`src/nco_pkg.sv`:
```
package nco_pkg;

   // oscillator phase and frequency word width
   localparam int PHASE_BITS = 16;

   // oscillator bits per captured word
   localparam int WORD_BITS = 16;

   // width of the unread word count in the status word
   localparam int COUNT_BITS = 4;

   typedef logic [PHASE_BITS-1:0] phase_t;

   // first bit packed lands in the msb
   typedef logic [WORD_BITS-1:0] sample_word_t;

   // status word returned to the host
   typedef struct packed {
      logic                  done;
      logic [10:0]           reserved;
      logic [COUNT_BITS-1:0] count;
   } capture_status_t;

endpackage

```
`src/spi_cmd_pkg.sv`:
```
package spi_cmd_pkg;

   // bits per spi frame, msb first on the wire
   localparam int FRAME_BITS = 16;

   typedef logic [FRAME_BITS-1:0] spi_frame_t;

   // host opcodes, carried in the upper byte of a command frame
   typedef enum logic [7:0] {
      OP_NOP          = 8'h00,
      OP_INIT         = 8'h01,
      OP_SET_FREQ     = 8'h02,
      OP_READ_SAMPLE  = 8'h03,
      OP_READ_STATUS  = 8'h04
   } opcode_t;

   // command frame layout, arg is unused by every opcode
   typedef struct packed {
      opcode_t    opcode;
      logic [7:0] arg;
   } cmd_frame_t;

endpackage

```
`src/bit_packer.sv`:
```
`timescale 1ns/1ps

module bit_packer (
   input  logic                  clk,
   input  logic                  reset,
   input  logic                  clear,
   input  logic                  osc_bit,
   output logic                  word_valid,
   output nco_pkg::sample_word_t word
);
   import nco_pkg::*;

   localparam int CNT_W = $clog2(WORD_BITS);
   localparam logic [CNT_W-1:0] LAST_BIT = CNT_W'(WORD_BITS - 1);

   logic [CNT_W-1:0] bit_cnt;
   sample_word_t     shift_reg;

   // bits enter at the lsb, so the oldest bit ends up in the msb
   always_ff @(posedge clk) begin
      shift_reg <= {shift_reg[WORD_BITS-2:0], osc_bit};
   end

   // word is complete on the cycle after the sixteenth shift
   assign word = shift_reg;

   always_ff @(posedge clk) begin
      if (reset || clear) begin
         bit_cnt    <= '0;
         word_valid <= 1'b0;
      end else begin
         // counter wraps to zero after the last bit
         bit_cnt    <= bit_cnt + 1'b1;
         word_valid <= (bit_cnt == LAST_BIT);
      end
   end

endmodule

```
`src/cmd_decoder.sv`:
```
`timescale 1ns/1ps

module cmd_decoder (
   input  logic                      clk,
   input  logic                      reset,
   input  logic                      rx_valid,
   input  spi_cmd_pkg::spi_frame_t   rx_frame,
   output logic                      clear,
   output logic                      load,
   output logic                      pop,
   output nco_pkg::phase_t           control_word,
   input  nco_pkg::sample_word_t     rd_word,
   input  nco_pkg::capture_status_t  status,
   output spi_cmd_pkg::spi_frame_t   tx_frame
);
   import nco_pkg::*;
   import spi_cmd_pkg::*;

   typedef enum logic {
      ST_CMD,
      ST_FREQ
   } state_t;

   state_t     state;
   cmd_frame_t cmd;
   opcode_t    last_op;
   logic       reply_req;
   logic       reply_load;

   assign cmd = cmd_frame_t'(rx_frame);

   always_ff @(posedge clk) begin
      if (reset) begin
         state   <= ST_CMD;
         clear   <= 1'b0;
         load    <= 1'b0;
         pop     <= 1'b0;
         last_op <= OP_NOP;
      end else begin
         clear <= 1'b0;
         load  <= 1'b0;
         pop   <= 1'b0;
         if (rx_valid) begin
            if (state == ST_FREQ) begin
               // data frame carries the whole control word, reply is zero
               load    <= 1'b1;
               last_op <= OP_NOP;
               state   <= ST_CMD;
            end else begin
               case (cmd.opcode)
                  OP_INIT: begin
                     clear   <= 1'b1;
                     last_op <= OP_INIT;
                  end
                  OP_SET_FREQ: begin
                     last_op <= OP_SET_FREQ;
                     state   <= ST_FREQ;
                  end
                  OP_READ_SAMPLE: begin
                     pop     <= 1'b1;
                     last_op <= OP_READ_SAMPLE;
                  end
                  OP_READ_STATUS: last_op <= OP_READ_STATUS;
                  // unknown opcodes act as nop
                  default: last_op <= OP_NOP;
               endcase
            end
         end
      end
   end

   always_ff @(posedge clk) begin
      if (rx_valid && state == ST_FREQ) begin
         control_word <= phase_t'(rx_frame);
      end
   end

   // wait one cycle for the buffer read, then build the reply
   always_ff @(posedge clk) begin
      if (reset) begin
         reply_req  <= 1'b0;
         reply_load <= 1'b0;
         tx_frame   <= '0;
      end else begin
         reply_req  <= rx_valid;
         reply_load <= reply_req;
         if (reply_load) begin
            case (last_op)
               OP_READ_SAMPLE: tx_frame <= spi_frame_t'(rd_word);
               OP_READ_STATUS: tx_frame <= spi_frame_t'(status);
               default:        tx_frame <= '0;
            endcase
         end
      end
   end

endmodule

```
`src/nco.sv`:
```
`timescale 1ns/1ps

module nco (
   input  logic            clk,
   input  logic            reset,
   input  logic            clear,
   input  nco_pkg::phase_t control_word,
   input  logic            load,
   output logic            osc_bit
);
   import nco_pkg::*;

   phase_t freq_word;
   phase_t phase;
   phase_t phase_next;

   assign phase_next = phase + freq_word;

   // square wave from the msb of the advanced phase
   assign osc_bit = phase_next[PHASE_BITS-1];

   always_ff @(posedge clk) begin
      if (reset) begin
         freq_word <= '0;
      end else if (load) begin
         freq_word <= control_word;
      end
   end

   always_ff @(posedge clk) begin
      if (reset || clear) begin
         phase <= '0;
      end else begin
         phase <= phase_next;
      end
   end

endmodule

```
`src/nco_capture_top.sv`:
```
`timescale 1ns/1ps

module nco_capture_top #(
   parameter int BUFFER_DEPTH = 8
) (
   input  logic clk,
   input  logic reset,
   input  logic sck,
   input  logic ss_n,
   input  logic mosi,
   output logic miso
);
   import nco_pkg::*;
   import spi_cmd_pkg::*;

   // host link
   logic            rx_valid;
   spi_frame_t      rx_frame;
   spi_frame_t      tx_frame;

   // capture control
   logic            clear;
   logic            load;
   logic            pop;
   phase_t          control_word;

   // capture data path
   logic            osc_bit;
   logic            word_valid;
   sample_word_t    word;
   sample_word_t    rd_word;
   capture_status_t status;

   nco u_nco (
      .clk          (clk),
      .reset        (reset),
      .clear        (clear),
      .control_word (control_word),
      .load         (load),
      .osc_bit      (osc_bit)
   );

   bit_packer u_bit_packer (
      .clk        (clk),
      .reset      (reset),
      .clear      (clear),
      .osc_bit    (osc_bit),
      .word_valid (word_valid),
      .word       (word)
   );

   sample_buffer #(
      .BUFFER_DEPTH (BUFFER_DEPTH)
   ) u_sample_buffer (
      .clk        (clk),
      .reset      (reset),
      .clear      (clear),
      .word_valid (word_valid),
      .word       (word),
      .pop        (pop),
      .rd_word    (rd_word),
      .status     (status)
   );

   spi_slave u_spi_slave (
      .clk      (clk),
      .reset    (reset),
      .sck      (sck),
      .ss_n     (ss_n),
      .mosi     (mosi),
      .miso     (miso),
      .rx_valid (rx_valid),
      .rx_frame (rx_frame),
      .tx_frame (tx_frame)
   );

   cmd_decoder u_cmd_decoder (
      .clk          (clk),
      .reset        (reset),
      .rx_valid     (rx_valid),
      .rx_frame     (rx_frame),
      .clear        (clear),
      .load         (load),
      .pop          (pop),
      .control_word (control_word),
      .rd_word      (rd_word),
      .status       (status),
      .tx_frame     (tx_frame)
   );

endmodule

```
`src/sample_buffer.sv`:
```
`timescale 1ns/1ps

module sample_buffer #(
   parameter int BUFFER_DEPTH = 8
) (
   input  logic                     clk,
   input  logic                     reset,
   input  logic                     clear,
   input  logic                     word_valid,
   input  nco_pkg::sample_word_t    word,
   input  logic                     pop,
   output nco_pkg::sample_word_t    rd_word,
   output nco_pkg::capture_status_t status
);
   import nco_pkg::*;

   localparam int PTR_W = (BUFFER_DEPTH > 1) ? $clog2(BUFFER_DEPTH) : 1;
   localparam logic [PTR_W-1:0] LAST_PTR = PTR_W'(BUFFER_DEPTH - 1);
   localparam logic [COUNT_BITS-1:0] FULL_COUNT = COUNT_BITS'(BUFFER_DEPTH);

   // count has to fit the status field
   if (BUFFER_DEPTH > 15 || BUFFER_DEPTH < 1) begin : g_depth_check
      $error("sample_buffer: BUFFER_DEPTH must be between 1 and 15");
   end

   sample_word_t          mem [BUFFER_DEPTH];
   logic [PTR_W-1:0]      wr_ptr;
   logic [PTR_W-1:0]      rd_ptr;
   logic [COUNT_BITS-1:0] count;
   logic [COUNT_BITS-1:0] written;
   logic                  done;
   logic                  wr_en;
   logic                  rd_en;

   // one shot, stops once a full buffer has been taken since clear
   assign done  = (written == FULL_COUNT);
   assign wr_en = word_valid && !done && !clear;
   assign rd_en = pop && (count != '0) && !clear;

   always_ff @(posedge clk) begin
      if (wr_en) begin
         mem[wr_ptr] <= word;
      end
   end

   // empty reads give zero
   always_ff @(posedge clk) begin
      if (pop) begin
         rd_word <= (count != '0) ? mem[rd_ptr] : '0;
      end
   end

   always_ff @(posedge clk) begin
      if (reset) begin
         wr_ptr  <= '0;
         rd_ptr  <= '0;
         count   <= '0;
         written <= FULL_COUNT;
      end else if (clear) begin
         wr_ptr  <= '0;
         rd_ptr  <= '0;
         count   <= '0;
         written <= '0;
      end else begin
         if (wr_en) begin
            wr_ptr  <= (wr_ptr == LAST_PTR) ? '0 : wr_ptr + 1'b1;
            written <= written + 1'b1;
         end
         if (rd_en) begin
            rd_ptr <= (rd_ptr == LAST_PTR) ? '0 : rd_ptr + 1'b1;
         end
         count <= count + (wr_en ? 1'b1 : 1'b0) - (rd_en ? 1'b1 : 1'b0);
      end
   end

   assign status.done     = done;
   assign status.reserved = '0;
   assign status.count    = count;

   // write pointer tracks the words taken since clear
   assert property (@(posedge clk) disable iff (reset)
      written <= FULL_COUNT && int'(wr_ptr) == int'(written) % BUFFER_DEPTH)
      else $error("sample_buffer: write accepted after capture was done");

   // read pointer trails the words taken by the unread count
   assert property (@(posedge clk) disable iff (reset)
      int'(rd_ptr) == (int'(written) - int'(count)) % BUFFER_DEPTH)
      else $error("sample_buffer: pop underflowed the read pointer");

endmodule

```
`src/spi_slave.sv`:
```
`timescale 1ns/1ps

module spi_slave (
   input  logic                   clk,
   input  logic                   reset,
   input  logic                   sck,
   input  logic                   ss_n,
   input  logic                   mosi,
   output logic                   miso,
   output logic                   rx_valid,
   output spi_cmd_pkg::spi_frame_t rx_frame,
   input  spi_cmd_pkg::spi_frame_t tx_frame
);
   import spi_cmd_pkg::*;

   localparam int CNT_W = $clog2(FRAME_BITS);
   localparam logic [CNT_W-1:0] LAST_BIT = CNT_W'(FRAME_BITS - 1);

   logic [1:0]       sck_sync;
   logic [1:0]       ss_sync;
   logic [1:0]       mosi_sync;
   logic             sck_prev;
   logic             ss_prev;
   logic             sck_rise;
   logic             sck_fall;
   logic             ss_fall;
   logic             selected;
   logic [CNT_W-1:0] bit_cnt;
   spi_frame_t       rx_shift;
   spi_frame_t       tx_shift;

   // two flop synchronizers, idle levels for mode 0 with slave deselected
   always_ff @(posedge clk) begin
      if (reset) begin
         sck_sync <= 2'b00;
         ss_sync  <= 2'b11;
         sck_prev <= 1'b0;
         ss_prev  <= 1'b1;
      end else begin
         sck_sync <= {sck_sync[0], sck};
         ss_sync  <= {ss_sync[0], ss_n};
         sck_prev <= sck_sync[1];
         ss_prev  <= ss_sync[1];
      end
   end

   // mosi takes the same delay as sck so the sampled bit lines up
   always_ff @(posedge clk) begin
      mosi_sync <= {mosi_sync[0], mosi};
   end

   assign sck_rise = sck_sync[1] && !sck_prev;
   assign sck_fall = !sck_sync[1] && sck_prev;
   assign ss_fall  = ss_prev && !ss_sync[1];
   assign selected = !ss_sync[1];

   always_ff @(posedge clk) begin
      if (reset) begin
         bit_cnt  <= '0;
         rx_valid <= 1'b0;
      end else begin
         rx_valid <= 1'b0;
         if (!selected) begin
            bit_cnt <= '0;
         end else if (sck_rise) begin
            bit_cnt <= bit_cnt + 1'b1;
            if (bit_cnt == LAST_BIT) begin
               rx_valid <= 1'b1;
            end
         end
      end
   end

   always_ff @(posedge clk) begin
      if (selected && sck_rise) begin
         rx_shift <= {rx_shift[FRAME_BITS-2:0], mosi_sync[1]};
         if (bit_cnt == LAST_BIT) begin
            rx_frame <= {rx_shift[FRAME_BITS-2:0], mosi_sync[1]};
         end
      end
   end

   // reply is captured at frame start, then moves out on falling edges
   always_ff @(posedge clk) begin
      if (reset) begin
         tx_shift <= '0;
      end else if (ss_fall) begin
         tx_shift <= tx_frame;
      end else if (selected && sck_fall) begin
         tx_shift <= {tx_shift[FRAME_BITS-2:0], 1'b0};
      end
   end

   assign miso = tx_shift[FRAME_BITS-1];

   // host holds ss_n low past the last sck edge of a frame
   assert property (@(posedge clk) disable iff (reset)
      rx_valid |-> selected)
      else $error("spi_slave: frame completed while ss_n was high");

endmodule

```
`config.mk`:
```
export PLATFORM = sky130hd
export DESIGN_NAME = nco_capture_top
export DESIGN_NICKNAME = d
export VERILOG_FILES = /design/src/nco_pkg.sv /design/src/spi_cmd_pkg.sv /design/src/bit_packer.sv /design/src/cmd_decoder.sv /design/src/nco.sv /design/src/nco_capture_top.sv /design/src/sample_buffer.sv /design/src/spi_slave.sv
export SDC_FILE = /design/constraint.sdc
export NUM_CORES = 1
export LEC_CHECK = 0
export BUFFER_PORTS_ARGS = -buffer_cell sky130_fd_sc_hd__buf_2
export CORE_MARGIN = 2
export CORE_UTILIZATION = 62
export CTS_BUF_LIST = sky130_fd_sc_hd__clkbuf_4 sky130_fd_sc_hd__clkbuf_8 sky130_fd_sc_hd__clkbuf_16
export CTS_CLUSTER_DIAMETER = 150
export DETAILED_ROUTE_END_ITERATION = 8
export GPL_ROUTABILITY_DRIVEN = 1
export PLACE_DENSITY = 0.78
export SLEW_MARGIN = 15
export SYNTH_ARGS = -nofsm -noshare
export SYNTH_HDL_FRONTEND = slang
export SYNTH_SLANG_ARGS = --single-unit
```
`constraint.sdc`:
```
create_clock -name clk -period 4.6 [get_ports clk]
set_clock_uncertainty 0.05 [all_clocks]
set_input_delay 0.92 -clock clk [delete_from_list [all_inputs] [get_ports clk]]
set_output_delay 0.92 -clock clk [all_outputs]
set_load 0.01 [all_outputs]
```
==> results.ini <==
[logic_synthesis]
synthSimpleGateAreaFrac = 0.08528
synthCells = 797
synthMuxAreaShare = 0.1082
synth.net_count = 832
synth_top_flop_cell = edfxtp_1
synth_top_family_by_area = multiplexers
yosys.area.top_type_share = 0.4844
synth_top_area_cell = edfxtp_1
synth_compound_area_frac = 0.05305
ys_ff_latch = 312
syn-cell-area_um2 = 11840
synth.top_cells.by_area = edfxtp_1, dfxtp_1, mux4_2, mux2i_1, nor2_1
async_reset_ff_frac = 0
yosysMostFrequentCell = edfxtp_1
synthDistinctLibCells = 52
ys.warnings.count = 0
synth_fa_ha_area_frac = 0.03297
yosysSeqAreaShare = 0.6890
synthXorXnorAreaFrac = 0.01258
yosys-top-cells-count = edfxtp_1, dfxtp_1, nor2_1, mux2i_1, a21oi_1
syn_area_per_cell_um2 = 14.86
synth_edf_count = 191

[clock_tree]
cts_sinks = 312
path_clk_slew_ps = 60
cts_root_buf = clkbuf_16
htree_levels = 1
tritoncts = built
clockBufferDepth = 3
cts_setup_buffers = 0
cts_resized = 0
cts_buffers = 30
hold_buffers = 0
clk_latency_ps = 550

[sta]
setup_viol = 0
tightest_slew_ps = 1186
grt_setup_unrepaired = false
period_share = 0.6514
slew_violations = 0
max_clock_freq_ghz = 0.3338
fin_crit_ps = 2996
relSlewSlack = 0.2079
hold_viol_final = 0
tns_ps = 0

[cells_and_area]
drive_gt1_frac = 0.1361
nets = 841
antenna_cells = 0
final_util = 0.6997
areaGrowthSynthToFinish_pct = 10.54

[drt]
initialDrtViolationCount = 389
drtAntennaViolNets = 0
num_vias = 6390
avgRoutedWirePerCell_um = 20.66
drt_wl_total_mm = 21.99
firstDrtPassIters = 5
drcViolationCount = 0
vias_per_cell = 6.006

[floorplan]
die_x_um = 142.2
dieArea_um2 = 20220
rows = 50
io_pins = 6
core-area_um2 = 18710
start_util = 0.6330
fp.dieH_um = 142.2

[critical_path]
crit_path_end_kind = flop
crit_fanout = 9
critPathLaunchType = flop
cp.arrival_ps = 3190
critPathMaxStageDelay_ps = 660
path_common_cell = inv_1
required_ps = 4800
crit_slowest_cell = nor2_1
path_cells = inv_1 > ha_1 > and3b_1 > nand2b_4 > or2_1 > inv_1 > nand2_1 > nor2_1 > buf_4
crit_type = flop to flop

[power_and_ir_drop]
ir_drop_mv = 0.4468
power.density_nw_per_um2 = 412.2
leakage_nw = 4.536
p_total_w = 0.005395

[global_route]
gr-usage-all-layers = 0.2266
overflow = 0
grt_max_degree = 71
antenna_found_initial = 0
grt_pass1_vias = 6547
grt_pass1_wl_mm = 35.16

[run]
maxCapViolCount = 0

[placement]
hpwl_mm = 13.47
io_buffers = 5
globalplace.congestion = 0.8327

[worst_hold_path]
hp-class = flop to flop

[outcome]
status = finished, final reports clean

[layout make-up]
| type | count | area (um2) |
|---|---|---|
| Tap cell | 234 | 292.8 |
| Timing Repair Buffer | 15 | 100.1 |
| Clock buffer | 38 | 834.6 |
| Fill cell | 1154 | 5618 |
| Clock inverter | 18 | 141.4 |
| Sequential cell | 312 | 8159 |
| Inverter | 13 | 48.80 |
| Multi-Input combinational cell | 434 | 3511 |
[registers in the layout, indices dropped and copies added, names as in the netlist, 15 cells and up]
name / flops
u_spi_slave.tx_shift: 16
u_bit_packer.word: 16
u_sample_buffer.mem: 128
u_sample_buffer.rd_word: 16
u_nco.freq_word: 16
u_cmd_decoder.control_word: 16
u_cmd_decoder.tx_frame: 16
u_spi_slave.rx_frame: 16
u_nco.phase: 16
u_spi_slave.rx_shift: 15
[stage by stage]
step	setup WS, ps	instance area, um2	std cells	hold WS [ps]
after floorplan	1319	11840	797	259.6
after global placement	1733	12110	1008	267.2
after detailed placement	1627	12110	1008	272.3
after CTS	1602	13080	1064	286.8
after global routing	1334	13090	1064	287.4
final	1604	13090	1064	283.0
[metal layers]
layer	global-route usage	part of all wire	wire (um)	vias up
li1	-	-	-	2990
met1	0.2879	0.40	8847	3149
met2	0.3905	0.50	11070	204
met3	0.04307	0.061	1344	47
met4	0.08474	0.033	722	0
met5	0	0	0	-
[worst max-delay path, delay by kind of cell, from the launching register on]
kind,cells,cell delay [ps]
flops,1,360
buf+inv,3,580
fa+ha+maj,1,190
simple gates,5,1510
[layout by cell type (no fill, tap or decap), drive strengths merged, types with 3 or more instances in the layout]
cell and instances:
nand2b 6, a211oi 21, mux4 32, and2 8, xnor2 10, nor2 100
nand3 7, a21oi 37, a21o 6, dfxtp 121, nand4 6, ha 28
nand3b 3, nor3 10, nor3b 7, clkinv 13, or2 5, nor2b 17
o211ai 3, mux2i 56, o21a 3, inv 14, buf 15, o21bai 3
o21ai 6, edfxtp 191, nand2 23, a22oi 5, or3 5, xor2 7
clkbuf 38
[cells by family (layout without fill, tap and decap cells)]
logic type                 Yosys count  after routing
buffers and inverters               51             84
DFF                                312            312
and+or+nand+nor                    206            206
muxes                               88             88
xor gates and xnor gates            17             17
AOI/OAI and AO/OA                   93             93
adders and majority gates           30             30
[final timing paths]
check	start	to	slack [ps]	cells after the start
worst min-delay path	u_spi_slave.mosi_sync[0]$_DFF_P_	u_spi_slave.mosi_sync[1]$_DFF_P_	280	0
worst max register to register	u_sample_buffer.written[0]$_SDFFE_PP0P_	u_sample_buffer.mem[7][10]$_DFFE_PP_	1600	9
worst min register to register	u_spi_slave.mosi_sync[0]$_DFF_P_	u_spi_slave.mosi_sync[1]$_DFF_P_	280	0
worst max-delay path	u_sample_buffer.written[0]$_SDFFE_PP0P_	u_sample_buffer.mem[7][10]$_DFFE_PP_	1600	9
[power by group]
group / total, W / internal, W / switching [W]
Combinational: 0.0000584 / 0.0000208 / 0.0000376
Sequential: 0.00296 / 0.00295 / 0.00000778
Clock: 0.00238 / 0.00139 / 0.000988
Total: 0.00540 / 0.00436 / 0.00103
Note: power is estimated with default switching activity, not from simulation.
